[src/source/dllp_pkg.sv]
`default_nettype none

package dllp_pkg;

	typedef logic [15:0] dllp_word_t;	// one lane word, earlier byte in 7:0

	// dllp content; dllp_type lands in bits 7:0 so word 0 is the low half
	typedef struct packed {
		logic [23:0] body;	// bytes 1..3, byte 1 lowest
		logic [7:0]  dllp_type;	// byte 0
	} dllp_req_t;

	localparam dllp_word_t DLLP_CRC_SEED = 16'hffff;	// crc start value
	localparam dllp_word_t DLLP_CRC_POLY = 16'hd008;	// reflected poly, shift right

	// example type codes, only used as stimulus values
	localparam logic [7:0] DLLP_TYPE_ACK        = 8'h00;
	localparam logic [7:0] DLLP_TYPE_NAK        = 8'h10;
	localparam logic [7:0] DLLP_TYPE_UPDATEFC_P = 8'h40;

	// content word 0: type byte then body byte 1
	function automatic dllp_word_t dllp_word0(input dllp_req_t r);
		dllp_word0 = {r.body[7:0], r.dllp_type};	// byte 1 high, byte 0 low
	endfunction

	// content word 1: body bytes 2 and 3
	function automatic dllp_word_t dllp_word1(input dllp_req_t r);
		dllp_word1 = r.body[23:8];	// byte 2 low, byte 3 high
	endfunction

	// rebuild the content from the two received words
	function automatic dllp_req_t dllp_join(input dllp_word_t w0, input dllp_word_t w1);
		dllp_req_t r;
		r.dllp_type = w0[7:0];	// byte 0
		r.body      = {w1, w0[15:8]};	// bytes 3,2 over byte 1
		dllp_join   = r;
	endfunction

endpackage

`default_nettype wire

[src/source/dllp_crc_if.sv]
`timescale 1ns/1ps
`default_nettype none

interface dllp_crc_if;
	import dllp_pkg::*;

	logic       first_phase;	// strobe, fold word 0 into the seed
	logic       second_phase;	// strobe, fold word 1 and finish
	dllp_word_t data_first;	// content word 0
	dllp_word_t data_second;	// content word 1
	dllp_word_t crc;	// registered engine result

	// framer or checker side
	modport user (
		output first_phase,
		output second_phase,
		output data_first,
		output data_second,
		input  crc
	);

	// crc engine side
	modport engine (
		input  first_phase,
		input  second_phase,
		input  data_first,
		input  data_second,
		output crc
	);

endinterface

`default_nettype wire

[src/source/dllp_crc16.sv]
`timescale 1ns/1ps
`default_nettype none

module dllp_crc16 (
	input logic      clk,
	input logic      rst_n,
	dllp_crc_if.engine crc_bus
);
	import dllp_pkg::*;

	dllp_word_t crc_q;	// held result
	dllp_word_t crc_next;	// folded value for this cycle
	dllp_word_t din;	// word being folded
	logic       armed;	// first phase seen, second not yet

	// fold 16 bits lsb first, byte 0 before byte 1
	always_comb begin
		crc_next = crc_bus.first_phase ? DLLP_CRC_SEED : crc_q;	// phase 1 restarts
		din      = crc_bus.first_phase ? crc_bus.data_first : crc_bus.data_second;
		for (int i = 0; i < 16; i++) begin
			if (crc_next[0] ^ din[i]) begin
				crc_next = (crc_next >> 1) ^ DLLP_CRC_POLY;	// feedback tap
			end else begin
				crc_next = crc_next >> 1;	// plain shift
			end
		end
		if (crc_bus.second_phase) begin
			crc_next = {~crc_next[7:0], ~crc_next[15:8]};	// invert and swap bytes
		end
	end

	always_ff @(posedge clk or negedge rst_n) begin
		if (!rst_n) begin
			crc_q <= '0;
		end else if (crc_bus.first_phase || crc_bus.second_phase) begin
			crc_q <= crc_next;	// update only on a strobe
		end
	end

	assign crc_bus.crc = crc_q;	// valid from the edge after the strobe

	// phase tracking for the ordering check
	always_ff @(posedge clk or negedge rst_n) begin
		if (!rst_n) begin
			armed <= 1'b0;
		end else if (crc_bus.first_phase) begin
			armed <= 1'b1;	// intermediate held
		end else if (crc_bus.second_phase) begin
			armed <= 1'b0;	// final value out
		end
	end

	// the two strobes come from one user and never overlap
	a_phase_excl: assert property (
		@(posedge clk) disable iff (!rst_n)
		!(crc_bus.first_phase && crc_bus.second_phase)
	) else $error("crc phases high together");

	// second phase needs an intermediate from an earlier first phase
	a_phase_order: assert property (
		@(posedge clk) disable iff (!rst_n)
		crc_bus.second_phase |-> armed
	) else $error("crc second phase without first phase");

endmodule

`default_nettype wire

[src/source/dllp_tx_framer.sv]
`timescale 1ns/1ps
`default_nettype none

module dllp_tx_framer (
	input  logic                 clk,
	input  logic                 rst_n,
	input  logic                 req_valid,
	output logic                 req_ready,
	input  dllp_pkg::dllp_req_t  req,
	output logic                 tx_valid,
	output logic                 tx_start,
	output dllp_pkg::dllp_word_t tx_data,
	dllp_crc_if.user             crc_bus
);
	import dllp_pkg::*;

	logic       rdy_en;	// ready held off for a cycle out of reset
	logic       act_valid;	// active slot is sending
	logic [1:0] word_idx;	// lane word of the active dllp, 0..2
	dllp_req_t  act_req;	// dllp on the lane
	logic       hold_valid;	// holding slot full
	dllp_req_t  hold_req;	// next dllp waiting

	logic accept;	// request handshake this cycle
	logic act_done;	// crc word going out now
	logic act_free;	// active slot can load at this edge
	logic take_hold;	// holding slot moves to active
	logic take_req;	// request goes straight to active
	logic park_req;	// request goes to holding slot

	assign req_ready = rdy_en && !hold_valid;	// back-pressure only when holding is full
	assign accept    = req_valid && req_ready;
	assign act_done  = act_valid && (word_idx == 2'd2);
	assign act_free  = !act_valid || act_done;
	assign take_hold = act_free && hold_valid;
	assign take_req  = act_free && !hold_valid && accept;
	assign park_req  = accept && !take_req;	// busy, so park it

	always_ff @(posedge clk or negedge rst_n) begin
		if (!rst_n) begin
			rdy_en     <= 1'b0;
			act_valid  <= 1'b0;
			word_idx   <= 2'd0;
			hold_valid <= 1'b0;
		end else begin
			rdy_en <= 1'b1;
			if (act_free) begin
				act_valid <= take_hold || take_req;	// next dllp follows with no gap
				word_idx  <= 2'd0;
			end else begin
				word_idx <= word_idx + 2'd1;	// word 0 -> 1 -> crc
			end
			if (take_hold) begin
				hold_valid <= 1'b0;	// accept is blocked in this cycle
			end else if (park_req) begin
				hold_valid <= 1'b1;
			end
		end
	end

	// payload slots
	always_ff @(posedge clk) begin
		if (take_hold) begin
			act_req <= hold_req;
		end else if (take_req) begin
			act_req <= req;
		end
		if (park_req) begin
			hold_req <= req;
		end
	end

	// crc strobes run alongside the content words
	assign crc_bus.first_phase  = act_valid && (word_idx == 2'd0);
	assign crc_bus.second_phase = act_valid && (word_idx == 2'd1);
	assign crc_bus.data_first   = dllp_word0(act_req);
	assign crc_bus.data_second  = dllp_word1(act_req);

	assign tx_valid = act_valid;
	assign tx_start = act_valid && (word_idx == 2'd0);	// marks word 0 only

	always_comb begin
		case (word_idx)
			2'd0:    tx_data = dllp_word0(act_req);
			2'd1:    tx_data = dllp_word1(act_req);
			default: tx_data = crc_bus.crc;	// final crc is ready by now
		endcase
	end

	// a start word is followed by exactly two more words, no start among them
	a_tx_frame: assert property (
		@(posedge clk) disable iff (!rst_n)
		tx_start |=> (tx_valid && !tx_start) [*2]
	) else $error("tx start outside word 0");

endmodule

`default_nettype wire

[src/source/dllp_rx_checker.sv]
`timescale 1ns/1ps
`default_nettype none

module dllp_rx_checker #(
	parameter int ERR_CNT_W = 8
) (
	input  logic                 clk,
	input  logic                 rst_n,
	input  logic                 rx_valid,
	input  logic                 rx_start,
	input  dllp_pkg::dllp_word_t rx_data,
	output logic                 dllp_valid,
	output logic                 crc_error,
	output dllp_pkg::dllp_req_t  dllp,
	output logic [ERR_CNT_W-1:0] err_count,
	dllp_crc_if.user             crc_bus
);
	import dllp_pkg::*;

	logic [1:0] word_pos;	// 0 wait start, 1 want word 1, 2 want crc
	dllp_word_t w0_q;	// latched content word 0
	dllp_word_t w1_q;	// latched content word 1
	logic       take_w0;	// word 0 on the lane
	logic       take_w1;	// word 1 on the lane
	logic       crc_check;	// crc word on the lane
	logic       crc_match;	// received crc equals recomputed one

	// a start word always restarts, a cut-off dllp is just dropped
	assign take_w0   = rx_valid && rx_start;
	assign take_w1   = rx_valid && !rx_start && (word_pos == 2'd1);
	assign crc_check = rx_valid && !rx_start && (word_pos == 2'd2);
	assign crc_match = (rx_data == crc_bus.crc);

	assign crc_bus.first_phase  = take_w0;
	assign crc_bus.second_phase = take_w1;
	assign crc_bus.data_first   = rx_data;
	assign crc_bus.data_second  = rx_data;

	always_ff @(posedge clk or negedge rst_n) begin
		if (!rst_n) begin
			word_pos   <= 2'd0;
			dllp_valid <= 1'b0;
			crc_error  <= 1'b0;
			err_count  <= '0;
		end else begin
			if (take_w0) begin
				word_pos <= 2'd1;
			end else if (take_w1) begin
				word_pos <= 2'd2;
			end else if (crc_check) begin
				word_pos <= 2'd0;	// back to waiting for a start
			end
			dllp_valid <= crc_check && crc_match;	// one-cycle pulses
			crc_error  <= crc_check && !crc_match;
			if (crc_check && !crc_match && (err_count != '1)) begin
				err_count <= err_count + 1'b1;	// saturates at all ones
			end
		end
	end

	// content words, held until the next dllp overwrites them
	always_ff @(posedge clk) begin
		if (take_w0) begin
			w0_q <= rx_data;
		end
		if (take_w1) begin
			w1_q <= rx_data;
		end
	end

	assign dllp = dllp_join(w0_q, w1_q);	// stable during the dllp_valid cycle

	// a result is either a delivery or an error
	a_result_excl: assert property (
		@(posedge clk) disable iff (!rst_n)
		!(dllp_valid && crc_error)
	) else $error("dllp_valid and crc_error together");

endmodule

`default_nettype wire

[src/source/dllp_link_top.sv]
`timescale 1ns/1ps
`default_nettype none

module dllp_link_top #(
	parameter int ERR_CNT_W = 8
) (
	input  logic                 clk,
	input  logic                 rst_n,

	// request side
	input  logic                 req_valid,
	output logic                 req_ready,
	input  logic [7:0]           req_type,
	input  logic [23:0]          req_body,

	// outgoing lane
	output logic                 tx_valid,
	output logic                 tx_start,
	output dllp_pkg::dllp_word_t tx_data,

	// incoming lane
	input  logic                 rx_valid,
	input  logic                 rx_start,
	input  dllp_pkg::dllp_word_t rx_data,

	// delivery
	output logic                 dllp_valid,
	output logic [7:0]           dllp_type,
	output logic [23:0]          dllp_body,
	output logic                 crc_error,
	output logic [ERR_CNT_W-1:0] err_count
);
	import dllp_pkg::*;

	dllp_req_t req_s;	// packed request
	dllp_req_t dllp_s;	// packed delivery

	assign req_s.dllp_type = req_type;
	assign req_s.body      = req_body;
	assign dllp_type       = dllp_s.dllp_type;
	assign dllp_body       = dllp_s.body;

	dllp_crc_if tx_crc_bus ();	// framer to its engine
	dllp_crc_if rx_crc_bus ();	// checker to its engine

	dllp_crc16 i_tx_crc (
		.clk     (clk),
		.rst_n   (rst_n),
		.crc_bus (tx_crc_bus)
	);

	dllp_crc16 i_rx_crc (
		.clk     (clk),
		.rst_n   (rst_n),
		.crc_bus (rx_crc_bus)
	);

	dllp_tx_framer i_tx (
		.clk       (clk),
		.rst_n     (rst_n),
		.req_valid (req_valid),
		.req_ready (req_ready),
		.req       (req_s),
		.tx_valid  (tx_valid),
		.tx_start  (tx_start),
		.tx_data   (tx_data),
		.crc_bus   (tx_crc_bus)
	);

	dllp_rx_checker #(
		.ERR_CNT_W (ERR_CNT_W)
	) i_rx (
		.clk        (clk),
		.rst_n      (rst_n),
		.rx_valid   (rx_valid),
		.rx_start   (rx_start),
		.rx_data    (rx_data),
		.dllp_valid (dllp_valid),
		.crc_error  (crc_error),
		.dllp       (dllp_s),
		.err_count  (err_count),
		.crc_bus    (rx_crc_bus)
	);

endmodule

`default_nettype wire

[config.mk]
export PLATFORM = sky130hd
export DESIGN_NAME = dllp_link_top
export DESIGN_NICKNAME = d
export VERILOG_FILES = /design/src/source/dllp_pkg.sv /design/src/source/dllp_crc_if.sv /design/src/source/dllp_crc16.sv /design/src/source/dllp_tx_framer.sv /design/src/source/dllp_rx_checker.sv /design/src/source/dllp_link_top.sv
export SDC_FILE = /design/constraint.sdc
export NUM_CORES = 1
export LEC_CHECK = 0
export BUFFER_PORTS_ARGS = -buffer_cell sky130_fd_sc_hd__buf_2
export CORE_ASPECT_RATIO = 0.6
export CORE_UTILIZATION = 58
export CTS_CLUSTER_DIAMETER = 200
export DETAILED_ROUTE_END_ITERATION = 8
export PLACE_DENSITY = 0.91
export SLEW_MARGIN = 20
export SYNTH_ARGS = -nofsm -noshare
export SYNTH_HDL_FRONTEND = slang
export SYNTH_SLANG_ARGS = --single-unit
[constraint.sdc]
create_clock -name clk -period 5.1 [get_ports clk]
set_input_delay 0.51 -clock clk [delete_from_list [all_inputs] [get_ports clk]]
set_output_delay 0.51 -clock clk [all_outputs]
set_load 0.02 [all_outputs]
==> results of run 1 <==
layout by cell type, fill, tap and decap left out, types with 17 or more instances in the layout:
master and n:
a22oi_1 26, clkbuf_16 17, mux2_2 34, o21ai_0 18
nor2_1 34, xnor2_1 112, dfrtp_1 49, edfxtp_1 96
xor2_1 58, nand2_1 58, buf_2 112
final timing paths:
path,startpoint,end,slack (ns),cells past startpoint
max,i_tx.word_idx[0]$_DFF_PN0_,i_tx_crc.crc_bus.crc[1]$_DFFE_PN0P_,1.96,10
min,rst_n,i_tx_crc.crc_bus.crc[9]$_DFFE_PN0P_,0.11,1
max reg2reg,i_tx.word_idx[0]$_DFF_PN0_,i_tx_crc.crc_bus.crc[1]$_DFFE_PN0P_,1.96,10
min reg2reg,i_tx.word_idx[0]$_DFF_PN0_,i_tx.word_idx[0]$_DFF_PN0_,0.46,1
max in group asynchronous,rst_n,i_tx_crc.crc_bus.crc[2]$_DFFE_PN0P_,4.53,1
min in group clk,req_body[8],i_tx.hold_req[16]$_DFFE_PP_,0.28,1
flip-flops by register name (all words and copies together), names as in the netlist:
signal / count
i_rx_crc.crc_bus.crc: 16
i_tx.crc_bus.data_second: 16
i_rx.err_count: 8
i_rx.w0_q: 16
i_rx.dllp_valid: 1
i_tx.crc_bus.data_first: 16
i_tx.hold_req: 32
i_tx.hold_valid: 1
i_rx.w1_q: 16
i_tx.rdy_en: 1
i_tx.word_idx: 2
i_tx_crc.crc_bus.crc: 16
i_rx.crc_error: 1
i_rx.word_pos: 2
i_tx.tx_valid: 1
per-stage QoR:
stage / instance area, um^2 / instances
final: 9045 / 913
after global routing: 9045 / 913
after floorplan: 7710 / 616
after global placement: 8446 / 881
after CTS: 9042 / 913
after detailed placement: 8446 / 881
layer usage:
layer  vias up  share of wire, %  global-route usage, %
met5         -                 0                      0
li1       2395                 -                      -
met4         0               1.2                  8.500
met3        22                11                  8.643
met1      2565                47                  43.70
met2       284                41                  38.26
logic make-up after synthesis:
logic type / after synthesis
compound gates: 79
xor+xnor: 184
fa+ha+maj: 4
buf+inv: 36
flops: 145
mux: 44
other cells: 1
simple gates: 123
final cells by class:
type | count | area [um^2]
sequential | 145 | 4109
multi-input combinational | 435 | 3457
tap | 170 | 212.7
fill | 904 | 3847
clock buffer | 17 | 425.4
clock inverter | 15 | 171.4
timing repair buffer | 122 | 635.6
inverter | 9 | 33.78
==> results.cfg, run 1 <==
[clock_network]
clkLatencyLatePin_ns = 0.42
post_cts_resized = 0
h-tree-depth = 4
clock_path_buffers = 2
cts_sinks = 145
cts_tree = built
cts_made_buffers = 17
clk_pin_slew_ns = 0.07
cts_hold_buffers = 0
post_cts_buffers = 0
cts_root_buf = clkbuf_16

[final_layout]
syn_to_final_growth_pct = 17.32
final_nets = 787
insertedDiodeCount = 0
drive_gt1_share_pct = 27.05
finalCoreUtilization_pct = 70.16

[synth]
synth_edf_count = 96
synth-simple-area-share_pct = 6.913
synth_nets = 673
synthesis.area_um2 = 7710
yosys-top-cells-area = edfxtp_1, dfrtp_1, xnor2_1
yosysSeqAreaShare_pct = 53.29
synth_top_area_share_pct = 37.39
synth_top_cell_by_area = edfxtp_1
synth_top_family_by_area = XOR/XNOR gates
synth_mux_area_share_pct = 6.686
ys_warn_count = 0
synth-seq-cells = 145
synthArstFlopShare_pct = 33.79
synth_cell_type_count = 49
synth_ff_type = edfxtp_1
synth_compound_area_share_pct = 7.238
synth.most_common_cell = xnor2_1
yosys-top-cells-count = xnor2_1, edfxtp_1, nand2_1, xor2_1, dfrtp_1
syn_area_per_cell_um2 = 12.52
yosys.area_share.adder_pct = 0.6491
synth_cells = 616
yosys.area_share.xor_xnor_pct = 23.21

[setup_path]
critPathKind = reg2reg
critical_path.max_stage_delay_ns = 0.54
arrival_ns = 3.44
path_cells = inv_1 > ha_1 > buf_4 > nand2_2 > clkinv_1 > mux2i_1 > xnor2_1 > xnor2_1 > nor2_1 > a221o_1
critical_path.most_common_cell = xnor2_1
required_ns = 5.40
critical_path_buf_inv_count = 3
critPathCaptureType = flip-flop
crit_path_start_kind = flip-flop
worstPathMaxFanout = 26
cp_slowest_cell = nand2_2
cp_top_family = buffers and inverters

[sta]
period_share_pct = 61.48
tightest_slew_ns = 0.9648
hold_viol_final = 0
fin_skew_ns = 0.01171
rsz0062_at_grt = false
setup_viol = 0
drv_slew = 0
hold-worst-slack_ns = 0.1116
maxSlewHeadroom_pct = 35.44
finalSetupTns_ns = 0
period_minus_slack_ns = 3.135
setup_slack_ns = 1.965
fmax_ghz = 0.3190

[placed_design]
post-place-ws_ns = 1.892
gp_congestion = 1.015
hpwlAfterDp_um = 13240
numPortBuffers = 113

[routing]
wl_per_cell_um = 20.28
finalWirelength_um = 18520
via_per_inst = 5.768
drtIter0Drc = 444
drtAntennaViolNets = 0
drcViolationCount = 0
via_count = 5266
dr.pass1.iters = 5

[worst_hold_path]
hold_class = in2async

[floorplanning]
num_rows = 32
pin_count = 114
dieArea_um2 = 13770
fp.dieH_um = 91.31
start_util_pct = 59.80
core_area_um2 = 12890
die_w_um = 150.8

[global_routing]
grt-ovfl-total = 0
track_usage_pct = 28.47
antenna_found_initial = 0
grt_pass1_vias = 5202
grt_max_degree = 50
grt_first_pass_wirelength_um = 28580

[run_status]
status = finished clean

[run]
cap_violations = 0
Power of run 1 is left out: the tool's default activity adds up to more than one toggle a clock period on the data nets, which glitch-free logic cannot reach.
==> inputs of run 2 (changes only) <==
--- a/config.mk
+++ b/config.mk
@@ -7,10 +7,10 @@
 export LEC_CHECK = 0
 export BUFFER_PORTS_ARGS = -buffer_cell sky130_fd_sc_hd__buf_2
 export CORE_ASPECT_RATIO = 0.6
-export CORE_UTILIZATION = 58
+export CORE_UTILIZATION = 52
 export CTS_CLUSTER_DIAMETER = 200
 export DETAILED_ROUTE_END_ITERATION = 8
-export PLACE_DENSITY = 0.91
+export PLACE_DENSITY = 0.87
 export SLEW_MARGIN = 20
 export SYNTH_ARGS = -nofsm -noshare
 export SYNTH_HDL_FRONTEND = slang
==> constraint.sdc (replaced) <==
create_clock -name clk -period 2.54 [get_ports clk]
set_input_delay 0.254 -clock clk [delete_from_list [all_inputs] [get_ports clk]]
set_output_delay 0.254 -clock clk [all_outputs]
set_load 0.02 [all_outputs]
==> results.cfg, run 2 (synthesized netlist as in run 1, its figures left out) <==
[global_routing]
grt-ovfl-total = 0
grt_max_degree = 32
grt_pass1_vias = 5193
grt_first_pass_wirelength_um = 29450
antenna_found_initial = 0
track_usage_pct = 26.07

[routing]
drtIter0Drc = 382
drtAntennaViolNets = 0
drcViolationCount = 0
routed.top_layer = met4
finalWirelength_um = 19310
via_count = 5420
via_per_inst = 5.514
wl_met2_um = 7774
dr.pass1.iters = 5
wl_per_cell_um = 19.64
dr_wl_met3_um = 1901
met1_length_um = 9532

[final_layout]
largest-register = i_tx.hold_req
syn_to_final_growth_pct = 22.56
nFillCells = 1118
layout_commonest_cell = buf_2
drive_gt1_share_pct = 31.72
largest_register_ffs = 32
most-common-layout-cells = buf_2, xnor2_1, edfxtp_1
final_nets = 829
insertedDiodeCount = 0

[floorplanning]
dieArea_um2 = 15330
pin_count = 114
num_rows = 34
core_area_um2 = 14460
start_util_pct = 53.30
die_w_um = 159.2
fp.dieH_um = 96.32

[setup_path]
required_ns = 2.81
r2r_start = i_tx.crc_bus.data_second[2]$_DFFE_PP_
worstPathMaxFanout = 4
critPathKind = reg2reg
critPathCaptureType = flip-flop
crit_start = i_tx.crc_bus.data_second[2]$_DFFE_PP_
arrival_ns = 2.76
crit_path_start_kind = flip-flop

[placed_design]
hpwlAfterDp_um = 14390
gp_congestion = 0.9981
numPortBuffers = 113

[sta]
period_minus_slack_ns = 2.482
tightest_slew_ns = 0.6328
rsz0062_at_grt = true
setup_viol = 0
maxSlewHeadroom_pct = 57.42
fmax_ghz = 0.4029
period_share_pct = 97.72
finalSetupTns_ns = 0
drv_slew = 0
hold_viol_final = 0
fin_skew_ns = 0.01759

[clock_network]
cts_sinks = 145
clock_path_buffers = 2
cts_made_buffers = 17
clkLatencyLatePin_ns = 0.41
cts_tree = built
clk_pin_slew_ns = 0.07
cts_root_buf = clkbuf_16
h-tree-depth = 4

[run]
cap_violations = 0

[run_status]
status = finished clean

[worst_hold_path]
min-delay-start = req_body[7]
hold_class = in2reg
run 2: cell types whose count changed in the layout (fill, tap and decap cells not counted), sizes merged:
| cell | delta |
|---|---|
| bufinv | -2 |
| clkbuf | +1 |
| clkinvlp | -1 |
| buf | +41 |
| inv | +1 |
| dlygate4sd3 | +1 |
| clkinv | +1 |
run 2: area by class of cell:
| class | instances | area [um^2] | share of cell area [%] |
|---|---|---|---|
| Inverter | 9 | 33.78 | 0.3575 |
| Sequential cell | 145 | 4109 | 43.49 |
| Timing Repair Buffer | 164 | 967.2 | 10.24 |
| Clock buffer | 18 | 439.2 | 4.648 |
| Clock inverter | 14 | 122.6 | 1.298 |
| Tap cell | 198 | 247.7 | 2.622 |
| Multi-Input combinational cell | 435 | 3530 | 37.35 |
run 2: final timing paths:
check,end,slack [ns],cells past startpoint
max in group asynchronous,i_rx.err_count[2]$_DFFE_PN0P_,1.55,3
hold / removal,i_tx.hold_req[15]$_DFFE_PP_,0.03,1
setup reg to reg,i_tx_crc.crc_bus.crc[11]$_DFFE_PN0P_,0.06,7
min in group asynchronous,i_tx_crc.crc_bus.crc[3]$_DFFE_PN0P_,0.34,2
hold reg to reg,i_tx.word_idx[0]$_DFF_PN0_,0.48,1
setup / recovery,i_tx_crc.crc_bus.crc[11]$_DFFE_PN0P_,0.06,7
run 2: per-layer routing:
| layer | vias to the layer above | global-route usage (%) |
|---|---|---|
| met3 | 12 | 9.005 |
| met1 | 2659 | 39.32 |
| met2 | 261 | 35.53 |
| met4 | 0 | 5.689 |
| met5 | - | 0 |
| li1 | 2488 | - |
run 2: critical path: stages, from the launching register on:
cell      delay, ns
edfxtp_1       0.47
xnor2_2        0.30
xnor3_1        0.53
xnor2_1        0.28
mux2i_4        0.15
xnor2_1        0.33
xnor2_1        0.17
o221ai_1       0.13
run 2: timing repair:
item / 4_1_cts / 5_1_grt
hold endpoints to repair: 17 / 0
endpoints found under the setup margin: 0 / 14
hold buffers: 1 / 0
buffers inserted: 0 / 0
gates resized for setup: 0 / 10
run 2: stage by stage:
stage                     instance area (um^2)  hold WS (ns)  instances  setup WS (ns)  utilization (%)
final                                     9449       0.03119        983        0.05788            65.33
after detailed placement                  8807        0.2470        950        0.01434            60.89
after global routing                      9449      0.008464        983       -0.02614            65.33
after global placement                    8807        0.2395        950        0.07864            60.89
after CTS                                 9379       0.01468        983        0.01234            64.84
after floorplan                           7724      -0.04159        616         0.1475                -
Power of run 2 is left out for the same reason.
==> inputs of run 3 (changes only) <==
--- a/config.mk
+++ b/config.mk
@@ -7,10 +7,12 @@
 export LEC_CHECK = 0
 export BUFFER_PORTS_ARGS = -buffer_cell sky130_fd_sc_hd__buf_2
 export CORE_ASPECT_RATIO = 0.6
-export CORE_UTILIZATION = 52
+export CORE_UTILIZATION = 58
 export CTS_CLUSTER_DIAMETER = 200
 export DETAILED_ROUTE_END_ITERATION = 8
-export PLACE_DENSITY = 0.87
+export GPL_TIMING_DRIVEN = 0
+export PLACE_DENSITY = 0.91
+export RECOVER_POWER = 100
 export SLEW_MARGIN = 20
 export SYNTH_ARGS = -nofsm -noshare
 export SYNTH_HDL_FRONTEND = slang
==> constraint.sdc (replaced) <==
create_clock -name clk -period 2.35 [get_ports clk]
set_input_delay 0.235 -clock clk [delete_from_list [all_inputs] [get_ports clk]]
set_output_delay 0.235 -clock clk [all_outputs]
set_load 0.02 [all_outputs]
==> results.cfg, run 3 (synthesized netlist as in run 1, its figures left out) <==
[run_status]
status = finished, violations left
violations = setup timing

[sta]
maxSlewHeadroom_pct = 10.84
tightest_slew_ns = 1.337
setup_slack_ns = -0.07444
period_share_pct = 103.2
setup_viol = 8
period_minus_slack_ns = 2.424
hold_viol_final = 0
fmax_ghz = 0.4125
fin_skew_ns = 0.009670
rsz0062_at_grt = true
drv_slew = 0

[global_routing]
gr-usage-met1_pct = 47.97
grt_first_pass_wirelength_um = 31840
grt_pass1_vias = 5660
grt-ovfl-total = 0
busiest_layer = met1
grt_max_degree = 50
track_usage_pct = 31.96
use_met3_pct = 9.497
antenna_found_initial = 0
grt.met2_usage_pct = 44.84

[final_layout]
most-common-layout-cells = clkbuf_1, edfxtp_1, xnor2_1
insertedDiodeCount = 0
layoutNonFillerInstCount = 981
syn_to_final_growth_pct = 27.39
largest_register_ffs = 32
nFillCells = 841
finalCoreUtilization_pct = 76.18
final_nets = 855
drive_gt1_share_pct = 26.76
largest-register = i_tx.hold_req

[routing]
drtAntennaViolNets = 0
finalWirelength_um = 21830
dr.pass1.iters = 6
drcViolationCount = 0
drtIter0Drc = 759
wl_per_cell_um = 22.25
via_count = 5824
via_per_inst = 5.937

[setup_path]
cp_top_family = XOR/XNOR gates
critical_path.max_stage_delay_ns = 0.53
critPathKind = reg2reg
arrival_ns = 2.72
critPathCaptureType = flip-flop
critical_path_buf_inv_count = 0
required_ns = 2.65
worstPathMaxFanout = 3
r2r_slack_ns = -0.07
crit_path_start_kind = flip-flop
cp_slowest_cell = xnor3_1
path_cells = xnor2_4 > xnor3_1 > xnor2_2 > mux2i_4 > xor2_1 > xnor2_1 > a221o_1

[worst_hold_path]
hold_class = in2reg

[placed_design]
gp_congestion = 0.9564
numPortBuffers = 113
hpwlAfterDp_um = 14440
placed_cells = 902

[clock_network]
cts_tree = built
clkLatencyLatePin_ns = 0.42
cts_root_buf = clkbuf_16
cts_made_buffers = 17
clk_pin_slew_ns = 0.07
clock_path_buffers = 2
cts_sinks = 145
h-tree-depth = 4

[floorplanning]
pin_count = 114
num_rows = 32
core_area_um2 = 12890
die_w_um = 150.8
dieArea_um2 = 13770
start_util_pct = 59.80
fp.dieH_um = 91.31

[run]
cap_violations = 0
-- run 3: cell count changes in the layout (fill, tap and decap cells not counted), sizes merged --
cell	delta
inv	+2
buf	-97
dlygate4sd3	+9
clkinvlp	-1
clkbuf	+113
-- run 3: layout make-up --
type / count / area [um^2] / share of cell area [%]
plain buffers: 24 / 161.4 / 1.643
clock buffers: 17 / 425.4 / 4.331
clock inverters: 15 / 122.6 / 1.248
inverters: 9 / 36.28 / 0.3694
multi-input cells: 435 / 3885 / 39.55
flip-flops and latches: 145 / 4111 / 41.86
well taps: 170 / 212.7 / 2.166
repair buffers: 166 / 867.1 / 8.828
-- run 3: routing by layer --
layer,wire (um),up-vias
li1,-,2538
met1,9412,2889
met2,9808,367
met3,2364,30
met4,245,0
met5,0,-
-- run 3: metrics by stage --
step | setup TNS [ns] | hold slack [ns] | area [um^2] | setup WS, ns
floorplan | 0 | -0.06059 | 7731 | 0.009869
global placement | -21.84 | 0.4255 | 8509 | -0.5820
global route | -1.128 | 0.002222 | 9822 | -0.1299
finish | -0.2389 | 0.009288 | 9822 | -0.07444
CTS | -0.09379 | 0.0002993 | 9605 | -0.04799
detailed placement | -14.74 | 0.3180 | 8576 | -0.6050
-- run 3: path summary, 6_finish.rpt --
kind                                                       start                              endpoint  cells past startpoint
setup reg to reg           i_tx.crc_bus.data_second[1]$_DFFE_PP_   i_tx_crc.crc_bus.crc[4]$_DFFE_PN0P_                      7
hold reg to reg                    i_rx.err_count[5]$_DFFE_PN0P_         i_rx.err_count[5]$_DFFE_PN0P_                      1
min in group asynchronous                                  rst_n  i_tx_crc.crc_bus.crc[13]$_DFFE_PN0P_                      2
hold / removal                                      req_body[18]           i_tx.hold_req[26]$_DFFE_PP_                      1
max in group asynchronous                                  rst_n   i_tx_crc.crc_bus.crc[6]$_DFFE_PN0P_                      2
setup / recovery           i_tx.crc_bus.data_second[1]$_DFFE_PP_   i_tx_crc.crc_bus.crc[4]$_DFFE_PN0P_                      7
-- run 3: what timing repair did --
item                                   CTS  global route
setup endpoints to repair               74            78
hold buffers                            10             0
pin swaps                               11            30
buffers inserted                        15            25
gates resized for setup                 55            58
endpoints found under the hold margin   58             0
Power of run 3 is left out for the same reason.
